$ cat src/design/freq_counter_pkg.sv
// ======================================================================
// frequency counter package
// widths, gate length, scan timing, the shared BCD word and the
// seven-segment decode
// ======================================================================
`default_nettype none

package freq_counter_pkg;

	// edge count per window
	localparam int count_width = 20;
	// gate window length in clocks
	localparam int gate_cycles = 2000;
	localparam int gate_width = $clog2(gate_cycles);
	localparam int bcd_digits = 6;
	localparam int bcd_width = 4 * bcd_digits;
	localparam int digit_width = $clog2(bcd_digits);
	// one shift per count bit
	localparam int shift_width = $clog2(count_width);
	// clocks each digit stays lit
	localparam int scan_dwell = 8;
	localparam int dwell_width = $clog2(scan_dwell);

	// digit 0 is the least significant nibble
	typedef union packed {
		logic [bcd_width-1:0] flat;
		logic [bcd_digits-1:0][3:0] digit;
	} bcd_word_t;

	// segments dp,g,f,e,d,c,b,a, active high, dp never lit
	function automatic logic [7:0] seg_code(input logic [3:0] value);
		case (value)
			4'h0: seg_code = 8'h3f;
			4'h1: seg_code = 8'h06;
			4'h2: seg_code = 8'h5b;
			4'h3: seg_code = 8'h4f;
			4'h4: seg_code = 8'h66;
			4'h5: seg_code = 8'h6d;
			4'h6: seg_code = 8'h7d;
			4'h7: seg_code = 8'h07;
			4'h8: seg_code = 8'h7f;
			4'h9: seg_code = 8'h6f;
			4'ha: seg_code = 8'h77;
			4'hb: seg_code = 8'h7c;
			4'hc: seg_code = 8'h39;
			4'hd: seg_code = 8'h5e;
			4'he: seg_code = 8'h79;
			default: seg_code = 8'h71;
		endcase
	endfunction

endpackage

`default_nettype wire

$ cat src/design/gate_timer.sv
// ======================================================================
// gate timer
// free-running window counter, one-cycle gate_end at each window end
// ======================================================================
`timescale 1ns/1ps
`default_nettype none

module gate_timer
	import freq_counter_pkg::*;
(
	input wire clock,
	input wire reset,
	output logic gate_end
);

	// position inside the current window
	logic [gate_width-1:0] gate_count;
	logic last_cycle;

	// last clock of the window
	assign last_cycle = (gate_count == gate_width'(gate_cycles - 1));

	// modulo gate_cycles
	always_ff @(posedge clock) begin
		if (reset) begin
			gate_count <= '0;
		end else if (last_cycle) begin
			gate_count <= '0;
		end else begin
			gate_count <= gate_count + 1'b1;
		end
	end

	// window ends on the wrap cycle
	// first pulse lands gate_cycles clocks after reset is released
	assign gate_end = last_cycle;

	// the accumulator hands over once per window, a double pulse would
	// hand over an empty total
	property p_single_pulse;
		@(posedge clock) disable iff (reset)
		gate_end |=> !gate_end;
	endproperty

	a_single_pulse: assert property (p_single_pulse)
		else $error("gate_end high on two consecutive cycles");

endmodule

`default_nettype wire

$ cat src/design/edge_accumulator.sv
// ======================================================================
// edge accumulator
// synchronizes freq_in, counts its rising edges per gate window and
// hands the total over at each window end
// ======================================================================
`timescale 1ns/1ps
`default_nettype none

module edge_accumulator
	import freq_counter_pkg::*;
(
	input wire clock,
	input wire reset,
	input wire freq_in,
	input wire gate_end,
	output logic [count_width-1:0] count,
	output logic count_valid
);

	// two-flop synchronizer
	logic sync_meta;
	logic sync_stable;
	// previous synchronized level
	logic edge_reg;
	// registered rising edge, one cycle wide
	logic rise;
	// running total for the open window
	logic [count_width-1:0] total;

	always_ff @(posedge clock) begin
		if (reset) begin
			sync_meta <= 1'b0;
			sync_stable <= 1'b0;
			edge_reg <= 1'b0;
			rise <= 1'b0;
		end else begin
			sync_meta <= freq_in;
			sync_stable <= sync_meta;
			edge_reg <= sync_stable;
			// low to high on the stable level
			rise <= sync_stable & ~edge_reg;
		end
	end

	// accumulate, clear at window end
	// an edge in the gate_end cycle still belongs to the closing window
	always_ff @(posedge clock) begin
		if (reset) begin
			total <= '0;
			count_valid <= 1'b0;
		end else begin
			count_valid <= gate_end;
			if (gate_end) begin
				total <= '0;
			end else if (rise) begin
				total <= total + 1'b1;
			end
		end
	end

	// handed-over total, like previous_accumulator
	always_ff @(posedge clock) begin
		if (gate_end) begin
			count <= total + count_width'(rise);
		end
	end

	// at most one edge per clock, so a window can never hold more
	// edges than it has clocks
	property p_total_bound;
		@(posedge clock) disable iff (reset)
		total <= count_width'(gate_cycles);
	endproperty

	a_total_bound: assert property (p_total_bound)
		else $error("edge total exceeds window length");

endmodule

`default_nettype wire

$ cat src/design/bin_to_bcd.sv
// ======================================================================
// binary to BCD converter
// sequential double dabble, one count bit per clock, six BCD digits
// ======================================================================
`timescale 1ns/1ps
`default_nettype none

module bin_to_bcd
	import freq_counter_pkg::*;
(
	input wire clock,
	input wire reset,
	input wire [count_width-1:0] count,
	input wire count_valid,
	output bcd_word_t bcd,
	output logic bcd_valid
);

	// conversion in flight
	logic busy;
	// shifts done so far
	logic [shift_width-1:0] shift_count;
	logic last_shift;
	// binary bits still to be shifted in, msb first
	logic [count_width-1:0] bin_sr;
	// partial BCD result
	bcd_word_t bcd_sr;
	// partial result after the add-3 step
	bcd_word_t adjusted;
	// partial result after this cycle's shift
	logic [bcd_width-1:0] shifted;

	// add 3 to every digit of 5 or more before the shift
	always_comb begin
		adjusted = bcd_sr;
		for (int i = 0; i < bcd_digits; i++) begin
			if (bcd_sr.digit[i] >= 4'd5) begin
				adjusted.digit[i] = bcd_sr.digit[i] + 4'd3;
			end
		end
	end

	// next binary msb enters at the bottom
	assign shifted = {adjusted.flat[bcd_width-2:0], bin_sr[count_width-1]};
	assign last_shift = (shift_count == shift_width'(count_width - 1));

	// control
	always_ff @(posedge clock) begin
		if (reset) begin
			busy <= 1'b0;
			shift_count <= '0;
			bcd_valid <= 1'b0;
		end else begin
			bcd_valid <= 1'b0;
			if (count_valid) begin
				busy <= 1'b1;
				shift_count <= '0;
			end else if (busy) begin
				shift_count <= shift_count + 1'b1;
				if (last_shift) begin
					busy <= 1'b0;
					bcd_valid <= 1'b1;
				end
			end
		end
	end

	// shift registers, loaded on count_valid
	always_ff @(posedge clock) begin
		if (count_valid) begin
			bin_sr <= count;
			bcd_sr.flat <= '0;
		end else if (busy) begin
			bin_sr <= {bin_sr[count_width-2:0], 1'b0};
			bcd_sr.flat <= shifted;
		end
	end

	// result held until the next conversion finishes
	always_ff @(posedge clock) begin
		if (reset) begin
			bcd.flat <= '0;
		end else if (busy && last_shift) begin
			bcd.flat <= shifted;
		end
	end

	// windows are far longer than a conversion, so the gate never
	// hands over a count while one is running
	property p_no_overlap;
		@(posedge clock) disable iff (reset)
		count_valid |-> !busy;
	endproperty

	a_no_overlap: assert property (p_no_overlap)
		else $error("count_valid while conversion busy");

endmodule

`default_nettype wire

$ cat src/design/seven_seg_scanner.sv
// ======================================================================
// seven-segment scanner
// buffers the BCD word, scans six anodes and decodes the lit digit
// with leading-zero blanking
// ======================================================================
`timescale 1ns/1ps
`default_nettype none

module seven_seg_scanner
	import freq_counter_pkg::*;
(
	input wire clock,
	input wire reset,
	input wire bcd_word_t bcd,
	input wire bcd_valid,
	output logic [7:0] segment,
	output logic [bcd_digits-1:0] anode
);

	// digits on the display, like buffered_bcd
	bcd_word_t display;
	// clocks spent on the current digit
	logic [dwell_width-1:0] dwell_count;
	// digit being lit
	logic [digit_width-1:0] digit_index;
	// digit i and everything above it are zero
	logic [bcd_digits-1:0] upper_zero;
	// all incoming digits are decimal
	logic bcd_in_range;

	// update only when a new result arrives
	always_ff @(posedge clock) begin
		if (reset) begin
			display.flat <= '0;
		end else if (bcd_valid) begin
			display <= bcd;
		end
	end

	// dwell then step to the next digit, wrap after the top one
	always_ff @(posedge clock) begin
		if (reset) begin
			dwell_count <= '0;
			digit_index <= '0;
		end else if (dwell_count == dwell_width'(scan_dwell - 1)) begin
			dwell_count <= '0;
			if (digit_index == digit_width'(bcd_digits - 1)) begin
				digit_index <= '0;
			end else begin
				digit_index <= digit_index + 1'b1;
			end
		end else begin
			dwell_count <= dwell_count + 1'b1;
		end
	end

	// one-hot anode
	assign anode = bcd_digits'(1) << digit_index;

	// leading-zero map, built from the top digit down
	always_comb begin
		upper_zero[bcd_digits-1] = (display.digit[bcd_digits-1] == 4'd0);
		for (int i = bcd_digits - 2; i >= 0; i--) begin
			upper_zero[i] = (display.digit[i] == 4'd0) && upper_zero[i+1];
		end
	end

	// digit 0 always shows, even for a zero count
	always_comb begin
		if (digit_index != '0 && upper_zero[digit_index]) begin
			segment = 8'h00;
		end else begin
			segment = seg_code(display.digit[digit_index]);
		end
	end

	always_comb begin
		bcd_in_range = 1'b1;
		for (int i = 0; i < bcd_digits; i++) begin
			if (bcd.digit[i] > 4'd9) begin
				bcd_in_range = 1'b0;
			end
		end
	end

	// the converter only produces decimal digits
	property p_decimal_digits;
		@(posedge clock) disable iff (reset)
		bcd_valid |-> bcd_in_range;
	endproperty

	a_decimal_digits: assert property (p_decimal_digits)
		else $error("non-decimal digit in BCD result");

endmodule

`default_nettype wire

$ cat src/design/freq_counter_top.sv
// ======================================================================
// frequency counter top
// gate timer, edge accumulator, BCD converter and display scanner
// ======================================================================
`timescale 1ns/1ps
`default_nettype none

module freq_counter_top
	import freq_counter_pkg::*;
(
	input wire clock,
	input wire reset,
	input wire freq_in,
	output bcd_word_t bcd,
	output logic bcd_valid,
	output logic [7:0] segment,
	output logic [bcd_digits-1:0] anode
);

	// window end pulse
	logic gate_end;
	// finished window total and its strobe
	logic [count_width-1:0] count;
	logic count_valid;

	// measurement time base
	gate_timer u_gate_timer (
		.clock(clock),
		.reset(reset),
		.gate_end(gate_end)
	);

	// edges of freq_in per window
	edge_accumulator u_edge_accumulator (
		.clock(clock),
		.reset(reset),
		.freq_in(freq_in),
		.gate_end(gate_end),
		.count(count),
		.count_valid(count_valid)
	);

	// 21 clocks from count_valid to bcd_valid
	bin_to_bcd u_bin_to_bcd (
		.clock(clock),
		.reset(reset),
		.count(count),
		.count_valid(count_valid),
		.bcd(bcd),
		.bcd_valid(bcd_valid)
	);

	seven_seg_scanner u_seven_seg_scanner (
		.clock(clock),
		.reset(reset),
		.bcd(bcd),
		.bcd_valid(bcd_valid),
		.segment(segment),
		.anode(anode)
	);

endmodule

`default_nettype wire

$ cat config.mk
export PLATFORM = sky130hd
export DESIGN_NAME = freq_counter_top
export DESIGN_NICKNAME = d
export VERILOG_FILES = /design/src/design/freq_counter_pkg.sv /design/src/design/gate_timer.sv /design/src/design/edge_accumulator.sv /design/src/design/bin_to_bcd.sv /design/src/design/seven_seg_scanner.sv /design/src/design/freq_counter_top.sv
export SDC_FILE = /design/constraint.sdc
export NUM_CORES = 1
export LEC_CHECK = 0
export BUFFER_PORTS_ARGS = -buffer_cell sky130_fd_sc_hd__buf_4
export CORE_MARGIN = 5
export CORE_UTILIZATION = 61
export CTS_BUF_LIST = sky130_fd_sc_hd__clkbuf_4 sky130_fd_sc_hd__clkbuf_8
export DETAILED_ROUTE_END_ITERATION = 10
export GPL_TIMING_DRIVEN = 0
export PLACE_DENSITY = 0.8
export SLEW_MARGIN = 0
export SYNTH_ARGS = -nofsm -noshare
export SYNTH_HDL_FRONTEND = slang
export SYNTH_SLANG_ARGS = --single-unit
$ cat constraint.sdc
create_clock -name clock -period 4.25 [get_ports clock]
set_clock_uncertainty 0.1 [all_clocks]
set_input_delay 0.2125 -clock clock [delete_from_list [all_inputs] [get_ports clock]]
set_output_delay 0.2125 -clock clock [all_outputs]
set_load 0.02 [all_outputs]
## After elaboration in Yosys (flattened, before gate mapping)

Memories as Yosys holds them, arrays and structs flattened.
Index checks and enable logic that the tools add are counted.

| word-level totals | value |
|---|---|
| bits in registers | 161 |
| ROM bits | 112 |
| input port bits | 3 |
| output and inout port bits | 39 |
| logic and storage cells | 82 |
| memories | 1 |

| operators by class | value |
|---|---|
| add/subtract/negate cells | 12 |
| order comparisons | 7 |
| equal/unequal tests | 4 |
| shift operators | 1 |
| mux-type cells | 18 |
| bitwise operators | 3 |
| reduce and logical (&&, ||, !) cells | 19 |

Memories:

| name | words | bits a word | read ports | clocked after memory_dff | write ports | RTL line | text |
|---|---|---|---|---|---|---|---|
| (name not given) | 16 | 7 | 1 | 0 | 0 | freq_counter_pkg.sv:32 | `case (value)` |

Operators by type and width:

| cell | count |
|---|---|
| $mux 20 | 2 |
| $ge 4x3->1 const B | 6 |
| $logic_not 4->1 | 6 |
| $mux 4 | 6 |
| $add 20x1->20 | 1 |
| $add 20x1->20 const B | 1 |
| $add 4x2->4 const B | 5 |
| $bmux 4 s3 | 1 |
| $add 11x1->11 const B | 1 |
| $eq 11x11->1 const B | 1 |
| $mux 8 | 1 |
| $logic_and 1x1->1 | 7 |
| $add 3x1->3 const B | 2 |
| $eq 3x3->1 const B | 2 |
| $mux 3 | 2 |
| $reduce_or 2->1 | 3 |
| $shl 1x3->6 const A | 1 |
| $add 5x1->5 const B | 1 |
| $eq 5x5->1 const B | 1 |
| $mux 1 | 5 |
| $lt 3x4->1 const B | 1 |
| $add 3x2->3 const B | 1 |
| $bmux 1 s3 | 1 |
| $reduce_bool 3->1 | 1 |
| 4 further kinds | 5 |

## Depth between registers and ports, before layout

Gate-level depths: netlist of run 1.

| depth | value |
|---|---|
| depth after elaboration | 10 |
| mapped depth | 10 |
| depth with buffers taken out | 8 |

## Cells and area by module

A second synthesis of run 1 with hierarchy kept.

| second synthesis, totals | value |
|---|---|
| cell total of the unflattened synthesis | 809 |
| area, all modules | 7997.7 um^2 |

Modules (own cells, without submodules):

| module | times used | cells each | area each (um^2) | sequential area each (um^2) |
|---|---|---|---|---|
| bin_to_bcd | 1 | 376 | 3698.5 | 1701.6 |
| edge_accumulator | 1 | 178 | 1954.4 | 1101.1 |
| seven_seg_scanner | 1 | 198 | 1860.5 | 600.6 |
| gate_timer | 1 | 57 | 484.2 | 220.2 |

## Worst setup path before layout of run 1

OpenSTA, ideal clock, no wires.

| timing | value |
|---|---|
| path type | register to register |
| start point | register u_gate_timer.gate_count[0] |
| end point | register u_gate_timer.gate_count[10] |
| library setup time | 128 ps |
| data arrival time | 2830 ps |
| required time | 4022 ps |
| setup slack | 1192 ps |
| stages on the path, launching flop included | 7 |
| buffers on the path | 1 |
| period minus slack after synthesis | 3058 ps |
| cell sequence | dfxtp_1 ha_1 nand3_1 nor3_1 or2_2 clkbuf_1 nor2_1 |

| on the way | value |
|---|---|
| longest elaborated chain between the ends | 2 |
| elaborated cells between the ends (all ways) | 3 |
| classes of those cells | add/sub (1); eq/ne (1); reduce/logical (1) |

RTL lines:

| element | RTL line | text |
|---|---|---|
| start: declaration | gate_timer.sv:17 | `logic [gate_width-1:0] gate_count;` |
| start signal: assignment | gate_timer.sv:30 | `gate_count <= gate_count + 1'b1;` |
| $eq 11x11->1 | gate_timer.sv:21 | `assign last_cycle = (gate_count == gate_width'(gate_cycles - 1));` |
| named net gate_end | freq_counter_top.sv:21 | `logic gate_end;` |
| $reduce_or 2->1 (no source line) | -- |  |

The timed path passes the listed nets, and every way through them passes these cells.
A chain may end at the register's enable or synchronous reset.

## Worst setup path in the final report of run 1

| timing | value |
|---|---|
| start point | register u_seven_seg_scanner.digit_index[1] |
| end point | output port segment[1] |

| on the way | value |
|---|---|
| longest elaborated chain between the ends | 4 |
| elaborated cells between the ends (all ways) | 8 |
| classes of those cells | mux (5); reduce/logical (2); memory (1) |

RTL lines:

| element | RTL line | text |
|---|---|---|
| start: declaration | seven_seg_scanner.sv:25 | `logic [digit_width-1:0] digit_index;` |
| start signal: assignment | seven_seg_scanner.sv:50 | `digit_index <= digit_index + 1'b1;` |
| $bmux 4 s3 / $bmux 1 s3 (equally long branches) | seven_seg_scanner.sv:73, seven_seg_scanner.sv:70 |  |
| $mux 4 (implied by the code) / $mux 1 (equally long branches) | seven_seg_scanner.sv:73, seven_seg_scanner.sv:70 |  |
| $mem_v2 16x7 / $logic_and 1x1->1 (equally long branches) | -- |  |
| $mux 8 * | seven_seg_scanner.sv:70 | `if (digit_index != '0 && upper_zero[digit_index]) begin` |
| end: declaration | freq_counter_top.sv:16 | `output logic [7:0] segment,` |

Every way passes the cells marked *; elsewhere a longest branch is shown, timed or not. The select of a mux whose other input is x is not followed.

==> impl_metrics.env, run 1 <==
export IMPL_outcome="finished, final reports clean"
export IMPL_synth_edf_count=40
export IMPL_ys_seq_elements=161
export IMPL_slew_viol_final=0
export IMPL_grt_pass1_vias=5536
export IMPL_grt_usage=0.2267
export IMPL_timing_fmax_mhz=293.3
export IMPL_dieArea_mm2=0.01461
export IMPL_cts_hold_buffers=1
export IMPL_endpoint="segment[1]"
export IMPL_crit_type="reg -> out"
export IMPL_grt_antenna_before_repair=0
export IMPL_critical_path_slowest_cell="buf_1"
export IMPL_tightestPinTransition_ns=0.8186
export IMPL_synth_fp_nets=800
export IMPL_power_density_mw_per_mm2=344.5
export IMPL_n_fill_cell=888
export IMPL_insertion_delay_ns=0.45
export IMPL_fp_row_count=40
export IMPL_cts_buffers=17
export IMPL_syn_instance_count=771
export IMPL_rr_endpoint="u_edge_accumulator.total[6]"
export IMPL_seq_area_frac_synth=0.4833
export IMPL_postCtsSetupRepairBufs=0
export IMPL_port_buffers=39
export IMPL_vdd_drop_max_v=0.0002075
export IMPL_drive_above_1_share=0.1528
export IMPL_grt_max_degree=21
export IMPL_syn_cell_area_mm2=0.007497
export IMPL_rr_startpoint="u_gate_timer.gate_count[0]"
export IMPL_r2r_slack_ns=1.80
export IMPL_yosys_warnings=0
export IMPL_wirelength_um=15810
export IMPL_hold_class="in -> reg"
export IMPL_totalNegativeSetupSlack_ns=0
export IMPL_path_max_fanout=10
export IMPL_viasPerCell=5.712
export IMPL_ant_nets=0
export IMPL_synth_top_area_share=0.3231
export IMPL_syn_area_per_cell_um2=9.724
export IMPL_coreArea_mm2=0.01201
export IMPL_drc_errors=0
export IMPL_async_flop_share=0
export IMPL_rr_worst_depth=7
export IMPL_hold_slack_ns=0.1122
export IMPL_die_w_um=120.9
export IMPL_period_share=0.8021
export IMPL_worstPathArrival_ns=3.10
export IMPL_grt_overflow=0
export IMPL_startpoint="u_seven_seg_scanner.digit_index[1]"
export IMPL_area_growth_pct=12.20
export IMPL_grt_pass1_wl_um=26320
export IMPL_clk_path_buf_depth=2
export IMPL_cp_end_kind="output port"
export IMPL_htreeDepth=4
export IMPL_relSlewSlack=0.4543
export IMPL_gp_congestion=0.9433
export IMPL_clock_sinks=161
export IMPL_cp_start_kind="flip-flop"
export IMPL_via_count=5661
export IMPL_rsz0062_at_grt="false"
export IMPL_cts_tree="built"
export IMPL_period_minus_slack_ns=3.409
export IMPL_first_pass_iters=5
export IMPL_critPathMaxStageDelay_ns=0.38
export IMPL_crit_chain="buf_2 -> buf_1 -> mux4_1 -> nand2_1 -> and2_1 -> ha_1 -> inv_1 -> mux2_2 -> o21ai_0 -> a221oi_1 -> buf_4"
export IMPL_die_y_um=120.9
export IMPL_finalPower_mw=2.898
export IMPL_maxCapViolations=0
export IMPL_detail_route_wl_per_cell_um=15.96
export IMPL_cts_resized_gates=0
export IMPL_initial_utilization=0.6242
export IMPL_finalSetupViolations=0
export IMPL_place_hpwl_um=11660
export IMPL_io_pins=42
export IMPL_synthFlopType="dfxtp_1"
export IMPL_drtIter0Drc=459
export IMPL_cts_clk_slew_worst_paths_ns=0.08
export IMPL_yosysTopAreaCell="dfxtp_1"
export IMPL_required_ns=3.94
export IMPL_leakage_nw=3.088
export IMPL_final_hold_viol_count=0
export IMPL_synthTopCellsByArea="dfxtp_1, edfxtp_1, mux2i_1"
export IMPL_synth_cell_types=54
export IMPL_cts_root_buf="clkbuf_8"
export IMPL_nets=860
export IMPL_diodes=0
export IMPL_largestRegisters="u_bin_to_bcd.bcd x24, u_bin_to_bcd.bcd_sr x24, u_seven_seg_scanner.display x24"
[Yosys cell counts, types with 2 or more instances]
master and n:
and2_1 5, buf_2 11, or2_2 7, mux2i_1 49
edfxtp_1 40, or3_1 2, dfxtp_1 121, nand4_1 12
inv_1 21, a221oi_1 3, nor4_1 11, mux2_4 2
xnor2_1 35, a211oi_1 10, mux2_2 22, ha_1 26
nand2b_1 6, o22ai_1 2, a2111oi_0 2, clkbuf_2 2
clkbuf_1 26, a311oi_1 8, buf_4 2, nand3_1 16
nor2_1 121, nor3b_1 7, a21oi_2 2, a21oi_1 35
nor3_1 17, nand2_1 75, o21ai_0 15, buf_6 2
mux4_2 2, buf_1 4, and3_1 5, xor2_1 22
nor2b_1 6
[through the flow]
stage	cells	util	worst slack, ns	instance area (um^2)
after floorplan	771	-	1.192	7497
after global placement	957	0.6639	0.4281	7974
after detailed placement	958	0.6652	1.317	7990
after CTS	991	0.7003	0.8256	8412
after global routing	991	0.7003	0.5885	8412
final	991	0.7003	0.8409	8412
[layout make-up]
cell class              count  area [um^2]  area share
flip-flops and latches    161         3623      0.4308
multi-input cells         542         3585      0.4261
repair buffers             41        314.1     0.03733
clock buffers              23        279.0     0.03317
plain buffers              47        215.2     0.02558
well taps                 147        183.9     0.02187
clock inverters             9        132.6     0.01577
inverters                  21        78.83    0.009371
[per-layer routing]
metal  global-route usage  share of wire  wire length [um]
met5                    0              0                 0
met4              0.08924          0.028               439
met3              0.05501          0.061               961
met2               0.3953           0.50              7928
met1               0.2684           0.41              6484
[power by group]
part           internal [mW]  leakage (nW)  switching (mW)
registers               1.58          1.34          0.0244
clock network          0.621         0.211           0.530
logic                 0.0570          1.53          0.0823
total                   2.26          3.09           0.637
[worst min-delay path by stage]
stage               slack (ns)                   startpoint                      endpoint  cells after the start
finish                    0.11                        reset   u_edge_accumulator.edge_reg                      2
global route              0.11                        reset   u_edge_accumulator.edge_reg                      2
CTS                       0.08                        reset   u_edge_accumulator.edge_reg                      2
detailed placement        0.28  u_edge_accumulator.edge_reg       u_edge_accumulator.rise                      1
global placement          0.28  u_edge_accumulator.edge_reg       u_edge_accumulator.rise                      1
floorplan                 0.24                      freq_in  u_edge_accumulator.sync_meta                      1
[cell usage in the layout, fill, tap and decap left out, types with 7 or more instances in the layout]
| master | n |
|---|---|
| o21ai_0 | 15 |
| xor2_1 | 22 |
| buf_4 | 41 |
| edfxtp_1 | 40 |
| nor3b_1 | 7 |
| dfxtp_1 | 121 |
| a21oi_1 | 35 |
| nor4_1 | 11 |
| inv_1 | 21 |
| xnor2_1 | 35 |
| a211oi_1 | 10 |
| nor2_1 | 121 |
| mux2_2 | 22 |
| nand4_1 | 12 |
| mux2i_1 | 49 |
| nand3_1 | 16 |
| nand2_1 | 75 |
| nor3_1 | 16 |
| ha_1 | 26 |
| or2_2 | 7 |
| clkbuf_8 | 17 |
| a311oi_1 | 8 |
| clkbuf_1 | 26 |
| buf_2 | 11 |
[critical path: cells and delay by family, from the launching register on]
kind	cells	cell delay, ns
adder cells (fa/ha/maj)	1	0.28
AND/OR/NAND/NOR	2	0.36
buffers and inverters	4	0.84
AO/OA/AOI/OAI	2	0.35
multiplexers	2	0.51
flip-flops	1	0.31
[logic make-up after synthesis]
family                     after synthesis  synth area share
AOI/OAI and AO/OA                       89           0.07894
adders and majority gates               26           0.04339
muxes                                   76            0.1120
buffers and inverters                   68           0.03922
other                                    1         0.0005002
DFF                                    161            0.4833
xor gates and xnor gates                57           0.06659
and+or+nand+nor                        293            0.1761
Note: power is estimated with default switching activity, not from simulation.
==> inputs of run 2 (changes only) <==
- clock period: 4.25 -> 3.4 ns (I/O delays scaled with it)
==> run 2 against run 1 <==
- first-iteration DRC count shrank 3.1%
- power grew 25%
- combinational power grew 25%
- via count shrank 0.42%
- highest routed layer unchanged
- clock power grew 25%
- count of clock-buffer cells in the layout is the same
==> impl_metrics.env, run 2 (same netlist as run 1, synthesis figures left out) <==
export IMPL_wirelength_um=15870
export IMPL_final_area_mm2=0.008426
export IMPL_io_pins=42
export IMPL_cts_buffers=17
export IMPL_grt_max_degree=21
export IMPL_leakage_nw=3.099
export IMPL_worstPathArrival_ns=2.99
export IMPL_largestRegisters="u_bin_to_bcd.bcd x24, u_bin_to_bcd.bcd_sr x24, u_seven_seg_scanner.display x24"
export IMPL_cp_depth=10
export IMPL_period_minus_slack_ns=3.264
export IMPL_tightestPinTransition_ns=0.7979
export IMPL_relSlewSlack=0.4681
export IMPL_clk_path_buf_depth=2
export IMPL_required_ns=3.13
export IMPL_place_hpwl_um=11660
export IMPL_grt_overflow=0
export IMPL_n_fill_cell=887
export IMPL_r2r_slack_ns=0.94
export IMPL_vdd_drop_max_v=0.0002607
export IMPL_hold_class="in -> reg"
export IMPL_diodes=0
export IMPL_final_hold_viol_count=0
export IMPL_slew_viol_final=0
export IMPL_insertion_delay_ns=0.44
export IMPL_period_share=0.9599
export IMPL_cts_tree="built"
export IMPL_drtIter0Drc=445
export IMPL_grt_usage=0.2267
export IMPL_grt_antenna_before_repair=0
export IMPL_final_cell_mix="nor2_1, dfxtp_1, nand2_1, mux2i_1, buf_4"
export IMPL_drive_above_1_share=0.1564
export IMPL_die_y_um=120.9
export IMPL_drc_errors=0
export IMPL_initial_utilization=0.6242
export IMPL_post_route_util=0.7015
export IMPL_gp_congestion=0.9433
export IMPL_die_w_um=120.9
export IMPL_via_count=5637
export IMPL_maxCapViolations=0
export IMPL_timing_fmax_mhz=306.4
export IMPL_critPathMaxStageDelay_ns=0.54
export IMPL_crit_chain="buf_6 -> mux4_2 -> and2_1 -> a21oi_4 -> inv_1 -> ha_1 -> nand2_1 -> o211ai_1 -> a311oi_1 -> buf_4"
export IMPL_critPathBufInv=3
export IMPL_port_buffers=39
export IMPL_hold_path_startpoint="reset"
export IMPL_rr_startpoint="u_gate_timer.gate_count[0]"
export IMPL_path_delay_family="compound AO/OA/AOI/OAI gates"
export IMPL_min_path_cells=2
export IMPL_nets=860
export IMPL_path_max_fanout=10
export IMPL_viasPerCell=5.688
export IMPL_finalSetupViolations=0
export IMPL_grt_pass1_vias=5536
export IMPL_power_density_mw_per_mm2=429.7
export IMPL_detail_route_wl_per_cell_um=16.01
export IMPL_cp_end_kind="output port"
export IMPL_first_pass_iters=6
export IMPL_rr_worst_depth=7
export IMPL_fp_row_count=40
export IMPL_clock_sinks=161
export IMPL_outcome="finished, final reports clean"
export IMPL_coreArea_mm2=0.01201
export IMPL_finalPower_mw=3.621
export IMPL_dieArea_mm2=0.01461
export IMPL_crit_type="reg -> out"
export IMPL_whs_endpoint="u_edge_accumulator.edge_reg"
export IMPL_ant_nets=0
export IMPL_rr_endpoint="u_edge_accumulator.total[6]"
export IMPL_critical_path_slowest_cell="mux4_2"
export IMPL_rsz0062_at_grt="false"
export IMPL_area_growth_pct=12.38
export IMPL_cp_start_kind="flip-flop"
export IMPL_htreeDepth=4
export IMPL_cts_clk_slew_worst_paths_ns=0.08
export IMPL_grt_pass1_wl_um=26320
export IMPL_place_area_mm2=0.007990
export IMPL_cts_root_buf="clkbuf_8"
[run 2: changes by cell type in the layout (fill, tap and decap cells not counted)]
cell,delta
buf_1,-2
clkbuf_1,-1
clkbuf_4,+1
clkbuf_2,+2
a21oi_4,+1
a21oi_2,-1
[run 2: worst register-to-register path: cells and delay by family, from the launching register on]
| family | cells | cell delay [ns] |
|---|---|---|
| fa+ha+maj | 1 | 0.21 |
| buf+inv | 2 | 0.62 |
| flops | 1 | 0.36 |
| simple gates | 4 | 1.05 |
[run 2: layout make-up]
| cell class | instances | area (um^2) | share of cell area |
|---|---|---|---|
| timing repair buffer | 41 | 314.1 | 0.03727 |
| clock buffer | 23 | 279.0 | 0.03312 |
| sequential | 161 | 3623 | 0.4301 |
| buffer | 47 | 221.5 | 0.02628 |
| inverter | 21 | 78.83 | 0.009356 |
| tap | 147 | 183.9 | 0.02183 |
| clock inverter | 9 | 132.6 | 0.01574 |
| multi-input combinational | 542 | 3592 | 0.4263 |
[run 2: worst max path at each step]
stage,from,endpoint
after floorplan,u_gate_timer.gate_count[0],u_gate_timer.gate_count[10]
after global placement,u_gate_timer.gate_count[0],u_edge_accumulator.total[13]
after detailed placement,u_seven_seg_scanner.digit_index[1],segment[1]
after CTS,u_seven_seg_scanner.digit_index[1],segment[1]
after global routing,u_seven_seg_scanner.digit_index[1],segment[1]
final,u_seven_seg_scanner.digit_index[0],segment[4]
[run 2: power by group]
part	switching [mW]	leakage, nW	internal (mW)
logic	0.103	1.54	0.0712
clock network	0.661	0.211	0.776
registers	0.0306	1.34	1.98
total	0.794	3.10	2.83
[run 2: through the flow]
step | TNS [ns] | setup WS (ns) | hold slack [ns] | cells
detailed placement | 0 | 0.5092 | 0.2838 | 958
global route | 0 | 0.01744 | 0.06783 | 991
CTS | 0 | 0.01810 | 0.03605 | 991
global placement | -12.42 | -0.4219 | 0.2807 | 957
floorplan | 0 | 0.3423 | 0.1982 | 771
finish | 0 | 0.1364 | 0.05126 | 991
[run 2: timing repair]
item,4_1_cts,5_1_grt
hold buffers,1,0
setup endpoints to repair,0,6
gates resized for setup,0,7
buffers inserted,0,0
hold endpoints to repair,1,0
[run 2: routing by layer]
layer | vias up | global-route usage | share of wire | wire length (um)
met5 | - | 0 | 0 | 0
met4 | 0 | 0.08924 | 0.027 | 436
met3 | 37 | 0.05501 | 0.064 | 1011
met2 | 181 | 0.3953 | 0.50 | 7949
met1 | 2643 | 0.2684 | 0.41 | 6468
li1 | 2776 | - | - | -
==> inputs of run 3 (changes only) <==
- clock period: 3.4 -> 3.05 ns (I/O delays scaled with it)
==> run 3 against run 2 <==
- combinational power up 14%
- sequential cell count unchanged
- critical endpoint is now segment[1]
- power up 6.4%
- largest cell class is now multi-input gates
- highest routed layer unchanged
==> impl_metrics.env, run 3 (same netlist as run 1, synthesis figures left out) <==
export IMPL_outcome="finished, final reports clean"
export IMPL_grt_max_degree=22
export IMPL_period_minus_slack_ns=2.923
export IMPL_cts_buffers=17
export IMPL_fp_row_count=40
export IMPL_final_area_mm2=0.008479
export IMPL_place_area_mm2=0.007985
export IMPL_grt_usage=0.2377
export IMPL_die_y_um=120.9
export IMPL_port_buffers=39
export IMPL_path_max_fanout=6
export IMPL_via_count=5747
export IMPL_first_pass_iters=6
export IMPL_worstPathArrival_ns=2.67
export IMPL_drive_above_1_share=0.1767
export IMPL_cts_root_buf="clkbuf_8"
export IMPL_final_hold_viol_count=0
export IMPL_crit_type="reg -> out"
export IMPL_final_cell_mix="nor2_1, dfxtp_1, nand2_1, buf_4, mux2i_1"
export IMPL_drc_errors=0
export IMPL_leakage_nw=3.126
export IMPL_final_common_cell="nor2_1"
export IMPL_gp_congestion=0.9326
export IMPL_cp_end_kind="output port"
export IMPL_period_share=0.9583
export IMPL_dieArea_mm2=0.01461
export IMPL_io_pins=42
export IMPL_wirelength_um=16570
export IMPL_htreeDepth=4
export IMPL_cp_start_kind="flip-flop"
export IMPL_grt_overflow=0
export IMPL_diodes=0
export IMPL_critPathBufInv=2
export IMPL_insertion_delay_ns=0.46
export IMPL_largestRegisters="u_bin_to_bcd.bcd x24, u_bin_to_bcd.bcd_sr x24, u_seven_seg_scanner.display x24"
export IMPL_nets=865
export IMPL_area_growth_pct=13.10
export IMPL_relSlewSlack=0.3978
export IMPL_grt_antenna_before_repair=0
export IMPL_viasPerCell=5.770
export IMPL_detail_route_wl_per_cell_um=16.64
export IMPL_coreArea_mm2=0.01201
export IMPL_initial_utilization=0.6242
export IMPL_path_delay_family="multiplexers"
export IMPL_drtIter0Drc=428
export IMPL_place_hpwl_um=11800
export IMPL_clock_sinks=161
export IMPL_finalSetupViolations=0
export IMPL_critical_path_slowest_cell="mux4_2"
export IMPL_crit_chain="mux4_2 -> and2_4 -> a21oi_4 -> ha_4 -> inv_1 -> mux2_2 -> o21ai_1 -> a221oi_2 -> buf_4"
export IMPL_slew_viol_final=0
export IMPL_clk_path_buf_depth=2
export IMPL_tightestPinTransition_ns=0.9004
export IMPL_maxCapViolations=0
export IMPL_grt_pass1_wl_um=27460
export IMPL_required_ns=2.80
export IMPL_rsz0062_at_grt="false"
export IMPL_cts_clk_slew_worst_paths_ns=0.08
export IMPL_hold_class="in -> reg"
export IMPL_ant_nets=0
export IMPL_grt_pass1_vias=5711
export IMPL_n_fill_cell=901
export IMPL_critPathMaxStageDelay_ns=0.54
export IMPL_cts_tree="built"
export IMPL_die_w_um=120.9
export IMPL_vdd_drop_max_v=0.0003920
export IMPL_totalNegativeSetupSlack_ns=0
export IMPL_power_density_mw_per_mm2=454.5
export IMPL_timing_fmax_mhz=342.1
[run 3: stage by stage]
stage | std cells | hold WS, ns | total power [mW] | worst slack (ns) | util
CTS | 994 | 0.04195 | 3.881 | 0.01718 | 0.7027
detailed placement | 957 | 0.2752 | 2.481 | 0.2006 | 0.6648
global placement | 957 | 0.2752 | 2.461 | 0.06694 | 0.6643
finish | 996 | 0.07464 | 3.854 | 0.1273 | 0.7059
floorplan | 771 | 0.1807 | 2.428 | 0.3271 | -
global route | 996 | 0.04848 | 4.025 | 0.002105 | 0.7059
[run 3: report_power, final]
group          internal [mW]  switching (mW)
combinational         0.0807           0.117
clock                  0.583           0.833
sequential              2.21          0.0343
total                   2.87           0.985
[run 3: worst paths after layout]
| path | start | to | slack, ns | cells past startpoint |
|---|---|---|---|---|
| worst max-delay path | u_seven_seg_scanner.digit_index[0] | segment[1] | 0.13 | 9 |
| worst min-delay path | reset | u_edge_accumulator.edge_reg | 0.07 | 2 |
| worst max register to register | u_gate_timer.gate_count[0] | u_gate_timer.gate_count[9] | 0.45 | 6 |
| worst min register to register | u_edge_accumulator.edge_reg | u_edge_accumulator.rise | 0.28 | 1 |
[run 3: final cells by class]
class / instances / area [um^2] / area share
multi-input cells: 542 / 3652 / 0.4307
flip-flops and latches: 161 / 3627 / 0.4278
repair buffers: 48 / 362.8 / 0.04279
clock buffers: 17 / 234.0 / 0.02759
plain buffers: 45 / 214.0 / 0.02523
well taps: 147 / 183.9 / 0.02169
clock inverters: 15 / 126.4 / 0.01490
inverters: 21 / 78.83 / 0.009296
[run 3: timing repair]
action                                  in CTS  in global routing
setup buffers                                5                  3
endpoints found under the hold margin        1                  0
hold buffers                                 1                  0
endpoints found under the setup margin       7                  4
pin swaps                                    2                  6
gates resized for setup                     15                  7
[run 3: metal layers]
layer	global-route usage	wire length [um]	vias to the layer above
li1	-	-	2785
met5	0	0	-
met4	0.1161	551	0
met1	0.2725	6748	2738
met3	0.06014	993	40
met2	0.4119	8279	184
